`src/uart_pkg.sv`:
```
/* uart_pkg
   sizes, state codes and the received-character record shared by the
   uart blocks
*/
package uart_pkg;

   localparam int DATA_BITS       = 8;
   localparam int OVERSAMPLE      = 16;                          // sample ticks per bit
   localparam int CLKS_PER_SAMPLE = 4;
   localparam int CLKS_PER_BIT    = OVERSAMPLE * CLKS_PER_SAMPLE;
   localparam int FRAME_BITS      = DATA_BITS + 2;               // start, data, stop

   localparam int SAMPLE_CNT_W = $clog2(CLKS_PER_SAMPLE);
   localparam int OS_CNT_W     = $clog2(OVERSAMPLE);
   localparam int DATA_CNT_W   = $clog2(DATA_BITS);
   localparam int TX_CNT_W     = $clog2(FRAME_BITS + 1);

   localparam logic [SAMPLE_CNT_W-1:0] SAMPLE_LAST = SAMPLE_CNT_W'(CLKS_PER_SAMPLE - 1);
   localparam logic [OS_CNT_W-1:0]     OS_LAST     = OS_CNT_W'(OVERSAMPLE - 1);
   localparam logic [OS_CNT_W-1:0]     OS_HALF     = OS_CNT_W'(OVERSAMPLE / 2 - 1);
   localparam logic [DATA_CNT_W-1:0]   DATA_LAST   = DATA_CNT_W'(DATA_BITS - 1);
   localparam logic [TX_CNT_W-1:0]     TX_DONE     = TX_CNT_W'(FRAME_BITS);

   localparam logic [1:0] HS_IDLE    = 2'd0;   // four-phase req/ack states
   localparam logic [1:0] HS_ACTIVE  = 2'd1;
   localparam logic [1:0] HS_RELEASE = 2'd2;

   localparam logic [1:0] RX_HUNT  = 2'd0;     // receiver states
   localparam logic [1:0] RX_START = 2'd1;
   localparam logic [1:0] RX_DATA  = 2'd2;
   localparam logic [1:0] RX_STOP  = 2'd3;

   typedef struct packed {
      logic                 frame_err;   // stop bit sampled low
      logic [DATA_BITS-1:0] data;
   } rx_char_t;

endpackage

```
`src/baud_tick_gen.sv`:
```
/* baud_tick_gen
   divides clk into the 16x oversampling tick for the receiver and the
   once-per-bit tick for the transmitter
*/
`timescale 1ns/10ps

module baud_tick_gen (
   input  logic clk,
   input  logic reset,
   output logic sample_tick,
   output logic bit_tick
);

   logic [uart_pkg::SAMPLE_CNT_W-1:0] clk_cnt;    // clocks within a sample period
   logic [uart_pkg::OS_CNT_W-1:0]     samp_cnt;   // sample ticks within a bit

   assign sample_tick = (clk_cnt == uart_pkg::SAMPLE_LAST);
   assign bit_tick    = sample_tick && (samp_cnt == uart_pkg::OS_LAST);

   always_ff @(posedge clk or posedge reset)
   begin
      if (reset)
      begin
         clk_cnt <= '0;
      end
      else if (sample_tick)
      begin
         clk_cnt <= '0;
      end
      else
      begin
         clk_cnt <= clk_cnt + 1'b1;
      end
   end

   // free running, frames align to whatever bit_tick comes next
   always_ff @(posedge clk or posedge reset)
   begin
      if (reset)
      begin
         samp_cnt <= '0;
      end
      else if (bit_tick)
      begin
         samp_cnt <= '0;
      end
      else if (sample_tick)
      begin
         samp_cnt <= samp_cnt + 1'b1;
      end
   end

endmodule

```
`src/uart_rx.sv`:
```
/* uart_rx
   8N1 receiver. rx_in is synchronized and oversampled 16x, the start bit
   is confirmed at half a bit, data is taken mid-bit LSB first and the
   stop bit is checked before the character is handed on
*/
`timescale 1ns/10ps

module uart_rx (
   input  logic               clk,
   input  logic               reset,
   input  logic               sample_tick,
   input  logic               rx_in,
   output uart_pkg::rx_char_t rx_char,
   output logic               rx_strobe
);

   logic                            rx_meta;
   logic                            rx_sync;
   logic                            rx_prev;
   logic                            fall;      // high to low on the synced line
   logic                            mid_bit;   // sample point of a data or stop bit
   logic [1:0]                      state;
   logic [uart_pkg::OS_CNT_W-1:0]   os_cnt;
   logic [uart_pkg::DATA_CNT_W-1:0] bit_idx;
   logic [uart_pkg::DATA_BITS-1:0]  shift;

   assign fall    = rx_prev && !rx_sync;
   assign mid_bit = sample_tick && (os_cnt == uart_pkg::OS_LAST);

   always_ff @(posedge clk or posedge reset)
   begin
      if (reset)
      begin
         rx_meta <= 1'b1;   // line idles high
         rx_sync <= 1'b1;
         rx_prev <= 1'b1;
      end
      else
      begin
         rx_meta <= rx_in;
         rx_sync <= rx_meta;
         rx_prev <= rx_sync;
      end
   end

   always_ff @(posedge clk or posedge reset)
   begin
      if (reset)
      begin
         state     <= uart_pkg::RX_HUNT;
         os_cnt    <= '0;
         bit_idx   <= '0;
         rx_strobe <= 1'b0;
      end
      else
      begin
         rx_strobe <= 1'b0;
         case (state)
            uart_pkg::RX_HUNT:
               if (fall)
               begin
                  os_cnt <= '0;
                  state  <= uart_pkg::RX_START;
               end
            uart_pkg::RX_START:
               if (sample_tick)
               begin
                  if (os_cnt == uart_pkg::OS_HALF)
                  begin
                     os_cnt  <= '0;
                     bit_idx <= '0;
                     state   <= rx_sync ? uart_pkg::RX_HUNT : uart_pkg::RX_DATA;  // high is noise
                  end
                  else
                     os_cnt <= os_cnt + 1'b1;
               end
            uart_pkg::RX_DATA:
               if (sample_tick)
               begin
                  os_cnt <= os_cnt + 1'b1;   // wraps to zero at each mid-bit
                  if (mid_bit)
                  begin
                     bit_idx <= bit_idx + 1'b1;
                     if (bit_idx == uart_pkg::DATA_LAST)
                        state <= uart_pkg::RX_STOP;
                  end
               end
            default:
               if (sample_tick)
               begin
                  os_cnt <= os_cnt + 1'b1;
                  if (mid_bit)
                  begin
                     rx_strobe <= 1'b1;
                     state     <= uart_pkg::RX_HUNT;
                  end
               end
         endcase
      end
   end

   always_ff @(posedge clk)
   begin
      if (state == uart_pkg::RX_DATA && mid_bit)
         shift <= {rx_sync, shift[uart_pkg::DATA_BITS-1:1]};   // lsb arrives first
      if (state == uart_pkg::RX_STOP && mid_bit)
      begin
         rx_char.data      <= shift;
         rx_char.frame_err <= !rx_sync;
      end
   end

endmodule

```
`src/host_port.sv`:
```
/* host_port
   host side of the uart. two four-phase req/ack machines load the
   transmitter and unload the receive holding register, and the empty and
   overrun flags tell the host where each side stands
*/
`timescale 1ns/10ps

module host_port (
   input  logic                           clk,
   input  logic                           reset,
   input  logic                           ld_tx_req,
   output logic                           ld_tx_ack,
   input  logic [uart_pkg::DATA_BITS-1:0] tx_data,
   output logic                           tx_empty,
   input  logic                           uld_rx_req,
   output logic                           uld_rx_ack,
   output logic [uart_pkg::DATA_BITS-1:0] rx_data,
   output logic                           rx_frame_err,
   output logic                           rx_empty,
   output logic                           rx_overrun,
   input  uart_pkg::rx_char_t             rx_char,
   input  logic                           rx_strobe,
   output logic [uart_pkg::DATA_BITS-1:0] tx_byte,
   output logic                           tx_start,
   input  logic                           tx_busy
);

   logic [1:0]         ld_state;
   logic [1:0]         uld_state;
   logic               tx_ready;
   logic               ld_go;     // load accepted at this edge
   logic               uld_go;    // unload accepted at this edge
   uart_pkg::rx_char_t rx_hold;

   // idle -> active on req (when ready), active -> release on req low, then idle
   function automatic logic [1:0] hs_next(input logic [1:0] state,
                                          input logic       req,
                                          input logic       ready);
      logic [1:0] nxt;
      nxt = state;
      case (state)
         uart_pkg::HS_IDLE:   if (req && ready) nxt = uart_pkg::HS_ACTIVE;
         uart_pkg::HS_ACTIVE: if (!req) nxt = uart_pkg::HS_RELEASE;
         default:             nxt = uart_pkg::HS_IDLE;
      endcase
      return nxt;
   endfunction

   assign tx_ready = !tx_busy && tx_empty;
   assign ld_go    = (ld_state == uart_pkg::HS_IDLE) && ld_tx_req && tx_ready;
   assign uld_go   = (uld_state == uart_pkg::HS_IDLE) && uld_rx_req;

   always_ff @(posedge clk or posedge reset)
   begin
      if (reset)
      begin
         ld_state  <= uart_pkg::HS_IDLE;
         ld_tx_ack <= 1'b0;
         tx_start  <= 1'b0;
         tx_empty  <= 1'b1;
      end
      else
      begin
         ld_state  <= hs_next(ld_state, ld_tx_req, tx_ready);
         ld_tx_ack <= (ld_state == uart_pkg::HS_ACTIVE) && ld_tx_req;
         tx_start  <= ld_go;
         tx_empty  <= !tx_busy;   // one clock late so it rises after the stop bit
      end
   end

   always_ff @(posedge clk or posedge reset)
   begin
      if (reset)
      begin
         uld_state    <= uart_pkg::HS_IDLE;
         uld_rx_ack   <= 1'b0;
         rx_data      <= '0;
         rx_frame_err <= 1'b0;
         rx_empty     <= 1'b1;
         rx_overrun   <= 1'b0;
      end
      else
      begin
         uld_state  <= hs_next(uld_state, uld_rx_req, 1'b1);
         uld_rx_ack <= (uld_state == uart_pkg::HS_ACTIVE) && uld_rx_req;
         if (uld_go && !rx_empty)
         begin
            rx_data      <= rx_hold.data;
            rx_frame_err <= rx_hold.frame_err;
         end
         if (rx_strobe)
            rx_empty <= 1'b0;   // new character beats a same-cycle unload
         else if (uld_go)
            rx_empty <= 1'b1;
         if (uld_go)
            rx_overrun <= 1'b0;
         else if (rx_strobe && !rx_empty)
            rx_overrun <= 1'b1;   // sticky, newest character kept
      end
   end

   always_ff @(posedge clk)
   begin
      if (ld_go)
         tx_byte <= tx_data;
      if (rx_strobe)
         rx_hold <= rx_char;
   end

endmodule

```
`src/uart_tx.sv`:
```
/* uart_tx
   8N1 transmitter. a frame is latched on tx_start and shifted out one bit
   per bit_tick, start bit first and data LSB first, and tx_busy stays up
   until the stop bit has lasted a full bit time
*/
`timescale 1ns/10ps

module uart_tx (
   input  logic                           clk,
   input  logic                           reset,
   input  logic                           bit_tick,
   input  logic                           tx_start,
   input  logic [uart_pkg::DATA_BITS-1:0] tx_byte,
   output logic                           tx_out,
   output logic                           tx_busy
);

   logic [uart_pkg::FRAME_BITS-1:0] frame;     // stop, data, start from msb down
   logic [uart_pkg::TX_CNT_W-1:0]   bit_cnt;   // bits already on the line
   logic                            load;
   logic                            shift_en;
   logic                            frame_end;

   assign load      = !tx_busy && tx_start;
   assign frame_end = (bit_cnt == uart_pkg::TX_DONE);
   assign shift_en  = tx_busy && bit_tick && !frame_end;

   always_ff @(posedge clk or posedge reset)
   begin
      if (reset)
      begin
         tx_busy <= 1'b0;
         tx_out  <= 1'b1;   // line idles high
         bit_cnt <= '0;
      end
      else if (load)
      begin
         tx_busy <= 1'b1;
         bit_cnt <= '0;
      end
      else if (shift_en)
      begin
         tx_out  <= frame[0];
         bit_cnt <= bit_cnt + 1'b1;
      end
      else if (tx_busy && bit_tick)
      begin
         tx_busy <= 1'b0;   // stop bit has been held one bit time
      end
   end

   always_ff @(posedge clk)
   begin
      if (load)
         frame <= {1'b1, tx_byte, 1'b0};
      else if (shift_en)
         frame <= {1'b1, frame[uart_pkg::FRAME_BITS-1:1]};
   end

endmodule

```
`src/uart_top.sv`:
```
/* uart_top
   uart subsystem with a load/unload host port, one baud generator and an
   8N1 receiver and transmitter
*/
`timescale 1ns/10ps

module uart_top (
   input  logic                           clk,
   input  logic                           reset,
   input  logic                           ld_tx_req,
   output logic                           ld_tx_ack,
   input  logic [uart_pkg::DATA_BITS-1:0] tx_data,
   output logic                           tx_out,
   output logic                           tx_empty,
   input  logic                           uld_rx_req,
   output logic                           uld_rx_ack,
   output logic [uart_pkg::DATA_BITS-1:0] rx_data,
   output logic                           rx_frame_err,
   output logic                           rx_empty,
   output logic                           rx_overrun,
   input  logic                           rx_in
);

   logic                           sample_tick;
   logic                           bit_tick;
   uart_pkg::rx_char_t             rx_char;
   logic                           rx_strobe;
   logic [uart_pkg::DATA_BITS-1:0] tx_byte;
   logic                           tx_start;
   logic                           tx_busy;

   baud_tick_gen baud0 (.clk, .reset, .sample_tick, .bit_tick);

   uart_rx rx0 (.clk, .reset, .sample_tick, .rx_in, .rx_char, .rx_strobe);

   host_port host0 (
      .clk, .reset,
      .ld_tx_req, .ld_tx_ack, .tx_data, .tx_empty,
      .uld_rx_req, .uld_rx_ack, .rx_data, .rx_frame_err, .rx_empty, .rx_overrun,
      .rx_char, .rx_strobe,
      .tx_byte, .tx_start, .tx_busy
   );

   uart_tx tx0 (.clk, .reset, .bit_tick, .tx_start, .tx_byte, .tx_out, .tx_busy);

endmodule

```
`config.mk`:
```
export PLATFORM = sky130hd
export DESIGN_NAME = uart_top
export DESIGN_NICKNAME = d
export VERILOG_FILES = /design/src/uart_pkg.sv /design/src/baud_tick_gen.sv /design/src/uart_rx.sv /design/src/host_port.sv /design/src/uart_tx.sv /design/src/uart_top.sv
export SDC_FILE = /design/constraint.sdc
export NUM_CORES = 1
export LEC_CHECK = 0
export BUFFER_PORTS_ARGS = -buffer_cell sky130_fd_sc_hd__buf_2
export CELL_PAD_IN_SITES_DETAIL_PLACEMENT = 1
export CELL_PAD_IN_SITES_GLOBAL_PLACEMENT = 1
export CORE_MARGIN = 5
export CORE_UTILIZATION = 49
export CTS_CLUSTER_DIAMETER = 100
export DETAILED_ROUTE_END_ITERATION = 10
export PLACE_DENSITY_LB_ADDON = 0.1
export SYNTH_ARGS = -nofsm -noshare
export SYNTH_HDL_FRONTEND = slang
export SYNTH_SLANG_ARGS = --single-unit
```
`constraint.sdc`:
```
create_clock -name clk -period 2.7 [get_ports clk]
set_clock_uncertainty 0.15 [all_clocks]
set_input_delay 0.27 -clock clk [delete_from_list [all_inputs] [get_ports clk]]
set_output_delay 0.27 -clock clk [all_outputs]
set_load 0.02 [all_outputs]
```
==> results.sh <==
export IMPL_run_status="complete, but fails checks"
export IMPL_violations="hold timing"
export IMPL_num_vias=1956
export IMPL_r2r_cells=4
export IMPL_diodes=0
export IMPL_route_final_wire_length_um=6150
export IMPL_antenna_found_initial=0
export IMPL_start_util=0.500
export IMPL_synth_ff_latch_count=87
export IMPL_regToRegStartpoint="baud0.clk_cnt[0]"
export IMPL_synth_ff_type="edfxtp_1"
export IMPL_die_x_um=93
export IMPL_clock_sinks=87
export IMPL_max_slew_margin=0.381
export IMPL_cts_tree="built"
export IMPL_clock_path_buffers=2
export IMPL_tightestPinTransition_ns=0.928
export IMPL_grt_util_met3=0.0330
export IMPL_cts_repair_resized=0
export IMPL_fillers=660
export IMPL_syn_area_um2=3380
export IMPL_syn_nets=252
export IMPL_drt_pass1_iter_count=4
export IMPL_grt_overflow_total=0
export IMPL_cpMaxStageDelayCell="a21o_1"
export IMPL_cp_top_family="simple AND/OR/NAND/NOR gates"
export IMPL_ant_nets=0
export IMPL_ir_worst_vdd_mv=0.405
export IMPL_ys_warn_count=0
export IMPL_hold_ws_ns=-0.0251
export IMPL_gp_congestion=0.782
export IMPL_endpoint_kind="flop"
export IMPL_cts_root_buf="clkbuf_8"
export IMPL_routedWlPerCell_um=16.9
export IMPL_rsz0062_at_grt="false"
export IMPL_required_ns=2.57
export IMPL_viasPerCell=5.37
export IMPL_grt_max_degree=45
export IMPL_cp_start_kind="flop"
export IMPL_synth_edf_count=42
export IMPL_max_freq_mhz=484
export IMPL_synth_async_reset_ratio=0.506
export IMPL_setup_viol=0
export IMPL_core_um2=6760
export IMPL_drive_above_1_share=0.261
export IMPL_yosysSeqAreaShare=0.708
export IMPL_fin_crit_sh=0.764
export IMPL_grtUsageMet2=0.250
export IMPL_regToRegSetupSlack_ns=0.64
export IMPL_hp_class="input pin to asynchronous set/reset pin"
export IMPL_h_tree_depth=3
export IMPL_dieArea_um2=8650
export IMPL_postCtsHoldBufs=11
export IMPL_grt_total_usage=0.156
export IMPL_hpwl_um=4180
export IMPL_drtIter0Drc=82
export IMPL_leakage_nw=1.62
export IMPL_critPathArrivalTime_ns=1.93
export IMPL_avgSynthCellArea_um2=14.6
export IMPL_final_max_slew_viol_count=0
export IMPL_rows=30
export IMPL_cp_num_buf_inv=0
export IMPL_crit_path_max_incr_delay_ns=0.37
export IMPL_critPathKind="flop to flop"
export IMPL_pin_count=28
export IMPL_grt_pass1_wl_um=10300
export IMPL_clk_latency_ns=0.35
export IMPL_powerDensity_nw_per_um2=735
export IMPL_port_buffers=27
export IMPL_layout_commonest_cell="edfxtp_1"
export IMPL_nets=299
export IMPL_syn_to_final_growth_pct=17.0
export IMPL_hold_viol_final=38
export IMPL_crit_chain="ha_1 -> nand4_2 -> nor2_8 -> a21o_1"
export IMPL_synth_distinct_cells=48
export IMPL_final_cell_mix="edfxtp_1 (42), dfrtp_1 (38), buf_2 (27)"
export IMPL_postCtsSetupBuffers=0
export IMPL_grt_most_used_layer="met2"
export IMPL_synth_cells=232
export IMPL_final_setup_tns_ns=0
export IMPL_drc=0
export IMPL_drv_cap=0
export IMPL_grt_pass1_vias=2086
export IMPL_clk_pin_slew_ns=0.09
export IMPL_crit_fanout=10
export IMPL_post_route_min_period_ns=2.06
export IMPL_numPlacedInstances=337
export IMPL_r2r_end="tx0.frame[7]"
export IMPL_die_h_um=93
export IMPL_grt_use_met1=0.206
export IMPL_final_cells=364
export IMPL_cts_buffers=9
-- metrics by stage --
stage	hold slack (ns)	util	setup WS [ns]	power, mW	cell area [um2]
6_report	-0.0251	0.584	0.636	2.90	3950
3_5_place_dp	0.198	0.534	0.634	1.91	3610
3_3_place_gp	0.196	0.534	0.692	1.89	3610
5_1_grt	0.0578	0.584	0.481	3.06	3950
2_1_floorplan	0.124	-	0.598	1.81	3380
4_1_cts	0.0112	0.584	0.603	2.94	3950
-- synth_stat cells, drive strengths merged (2+ instances only) --
| cell type | count | area [um2] |
|---|---|---|
| edfxtp | 42 | 1260 |
| dfrtp | 38 | 951 |
| nand2 | 21 | 86.3 |
| o21ai | 13 | 65.1 |
| nor2 | 12 | 61.3 |
| mux2 | 11 | 128 |
| inv | 9 | 33.8 |
| a21oi | 8 | 40.0 |
| nand3 | 8 | 40.0 |
| ha | 7 | 87.6 |
| dfstp | 6 | 158 |
| mux2i | 5 | 50.1 |
| buf | 4 | 28.8 |
| nand4 | 4 | 37.5 |
| nor3 | 4 | 31.3 |
| a21o | 3 | 22.5 |
| a31oi | 3 | 18.8 |
| nor2b | 3 | 18.8 |
| a32o | 2 | 20.0 |
| and3 | 2 | 22.5 |
| and3b | 2 | 17.5 |
| clkbuf | 2 | 7.51 |
| nand2b | 2 | 12.5 |
| nor3b | 2 | 15.0 |
| o22ai | 2 | 12.5 |
| xnor2 | 2 | 17.5 |
| xor2 | 2 | 17.5 |
-- worst max path at each step --
stage | to | from | cells past startpoint
2_1_floorplan | host0.tx_byte[0] | host0.tx_empty | 2
3_3_place_gp | tx0.frame[5] | baud0.clk_cnt[0] | 4
3_5_place_dp | tx0.frame[4] | baud0.clk_cnt[0] | 4
4_1_cts | tx0.frame[7] | baud0.clk_cnt[0] | 4
5_1_grt | tx0.frame[6] | baud0.clk_cnt[0] | 4
6_report | tx0.frame[7] | baud0.clk_cnt[0] | 4
-- registers in the layout, indices dropped and copies added (netlist names), 3 cells and up --
register	cells
host0.rx_hold	9
rx0.shift	8
rx0.os_cnt	4
baud0.samp_cnt	4
tx0.bit_cnt	4
host0.tx_byte	8
rx0.bit_idx	3
host0.rx_data	8
rx0.rx_char	9
tx0.frame	9
-- cells by family (layout without fill, tap and decap cells) --
| kind of cell | after synthesis | count (layout) | synth area share |
|---|---|---|---|
| adder cells (fa/ha/maj) | 7 | 7 | 0.0259 |
| XOR/XNOR | 4 | 4 | 0.0104 |
| AND/OR/NAND/NOR | 67 | 67 | 0.116 |
| AO/OA/AOI/OAI | 36 | 36 | 0.0663 |
| buffers and inverters | 15 | 67 | 0.0208 |
| flip-flops | 87 | 87 | 0.708 |
| multiplexers | 16 | 16 | 0.0526 |
-- layer usage --
layer,share of wire,vias to the layer above
li1,-,941
met1,0.47,975
met2,0.49,29
met3,0.029,11
met4,0.017,0
met5,0,-
-- report_power, final --
part / total [mW] / internal (mW) / switching, mW
Sequential: 1.58 / 1.46 / 0.116
Clock: 1.01 / 0.536 / 0.477
Combinational: 0.311 / 0.138 / 0.173
Total: 2.90 / 2.14 / 0.765
-- cell type report --
| class | count | area [um2] | share of cell area |
|---|---|---|---|
| clock inverters | 7 | 104 | 0.0263 |
| multi-input cells | 130 | 922 | 0.234 |
| inverters | 9 | 33.8 | 0.00856 |
| repair buffers | 42 | 275 | 0.0697 |
| clock buffers | 9 | 124 | 0.0314 |
| well taps | 80 | 100 | 0.0253 |
| flip-flops and latches | 87 | 2390 | 0.605 |
-- worst reg2reg max path, stage by stage (launching register included) --
cell and delay [ns]:
dfrtp_1 0.36, ha_1 0.33, nand4_2 0.26, nor2_8 0.27, a21o_1 0.37
(Power assumes the default switching activity.)
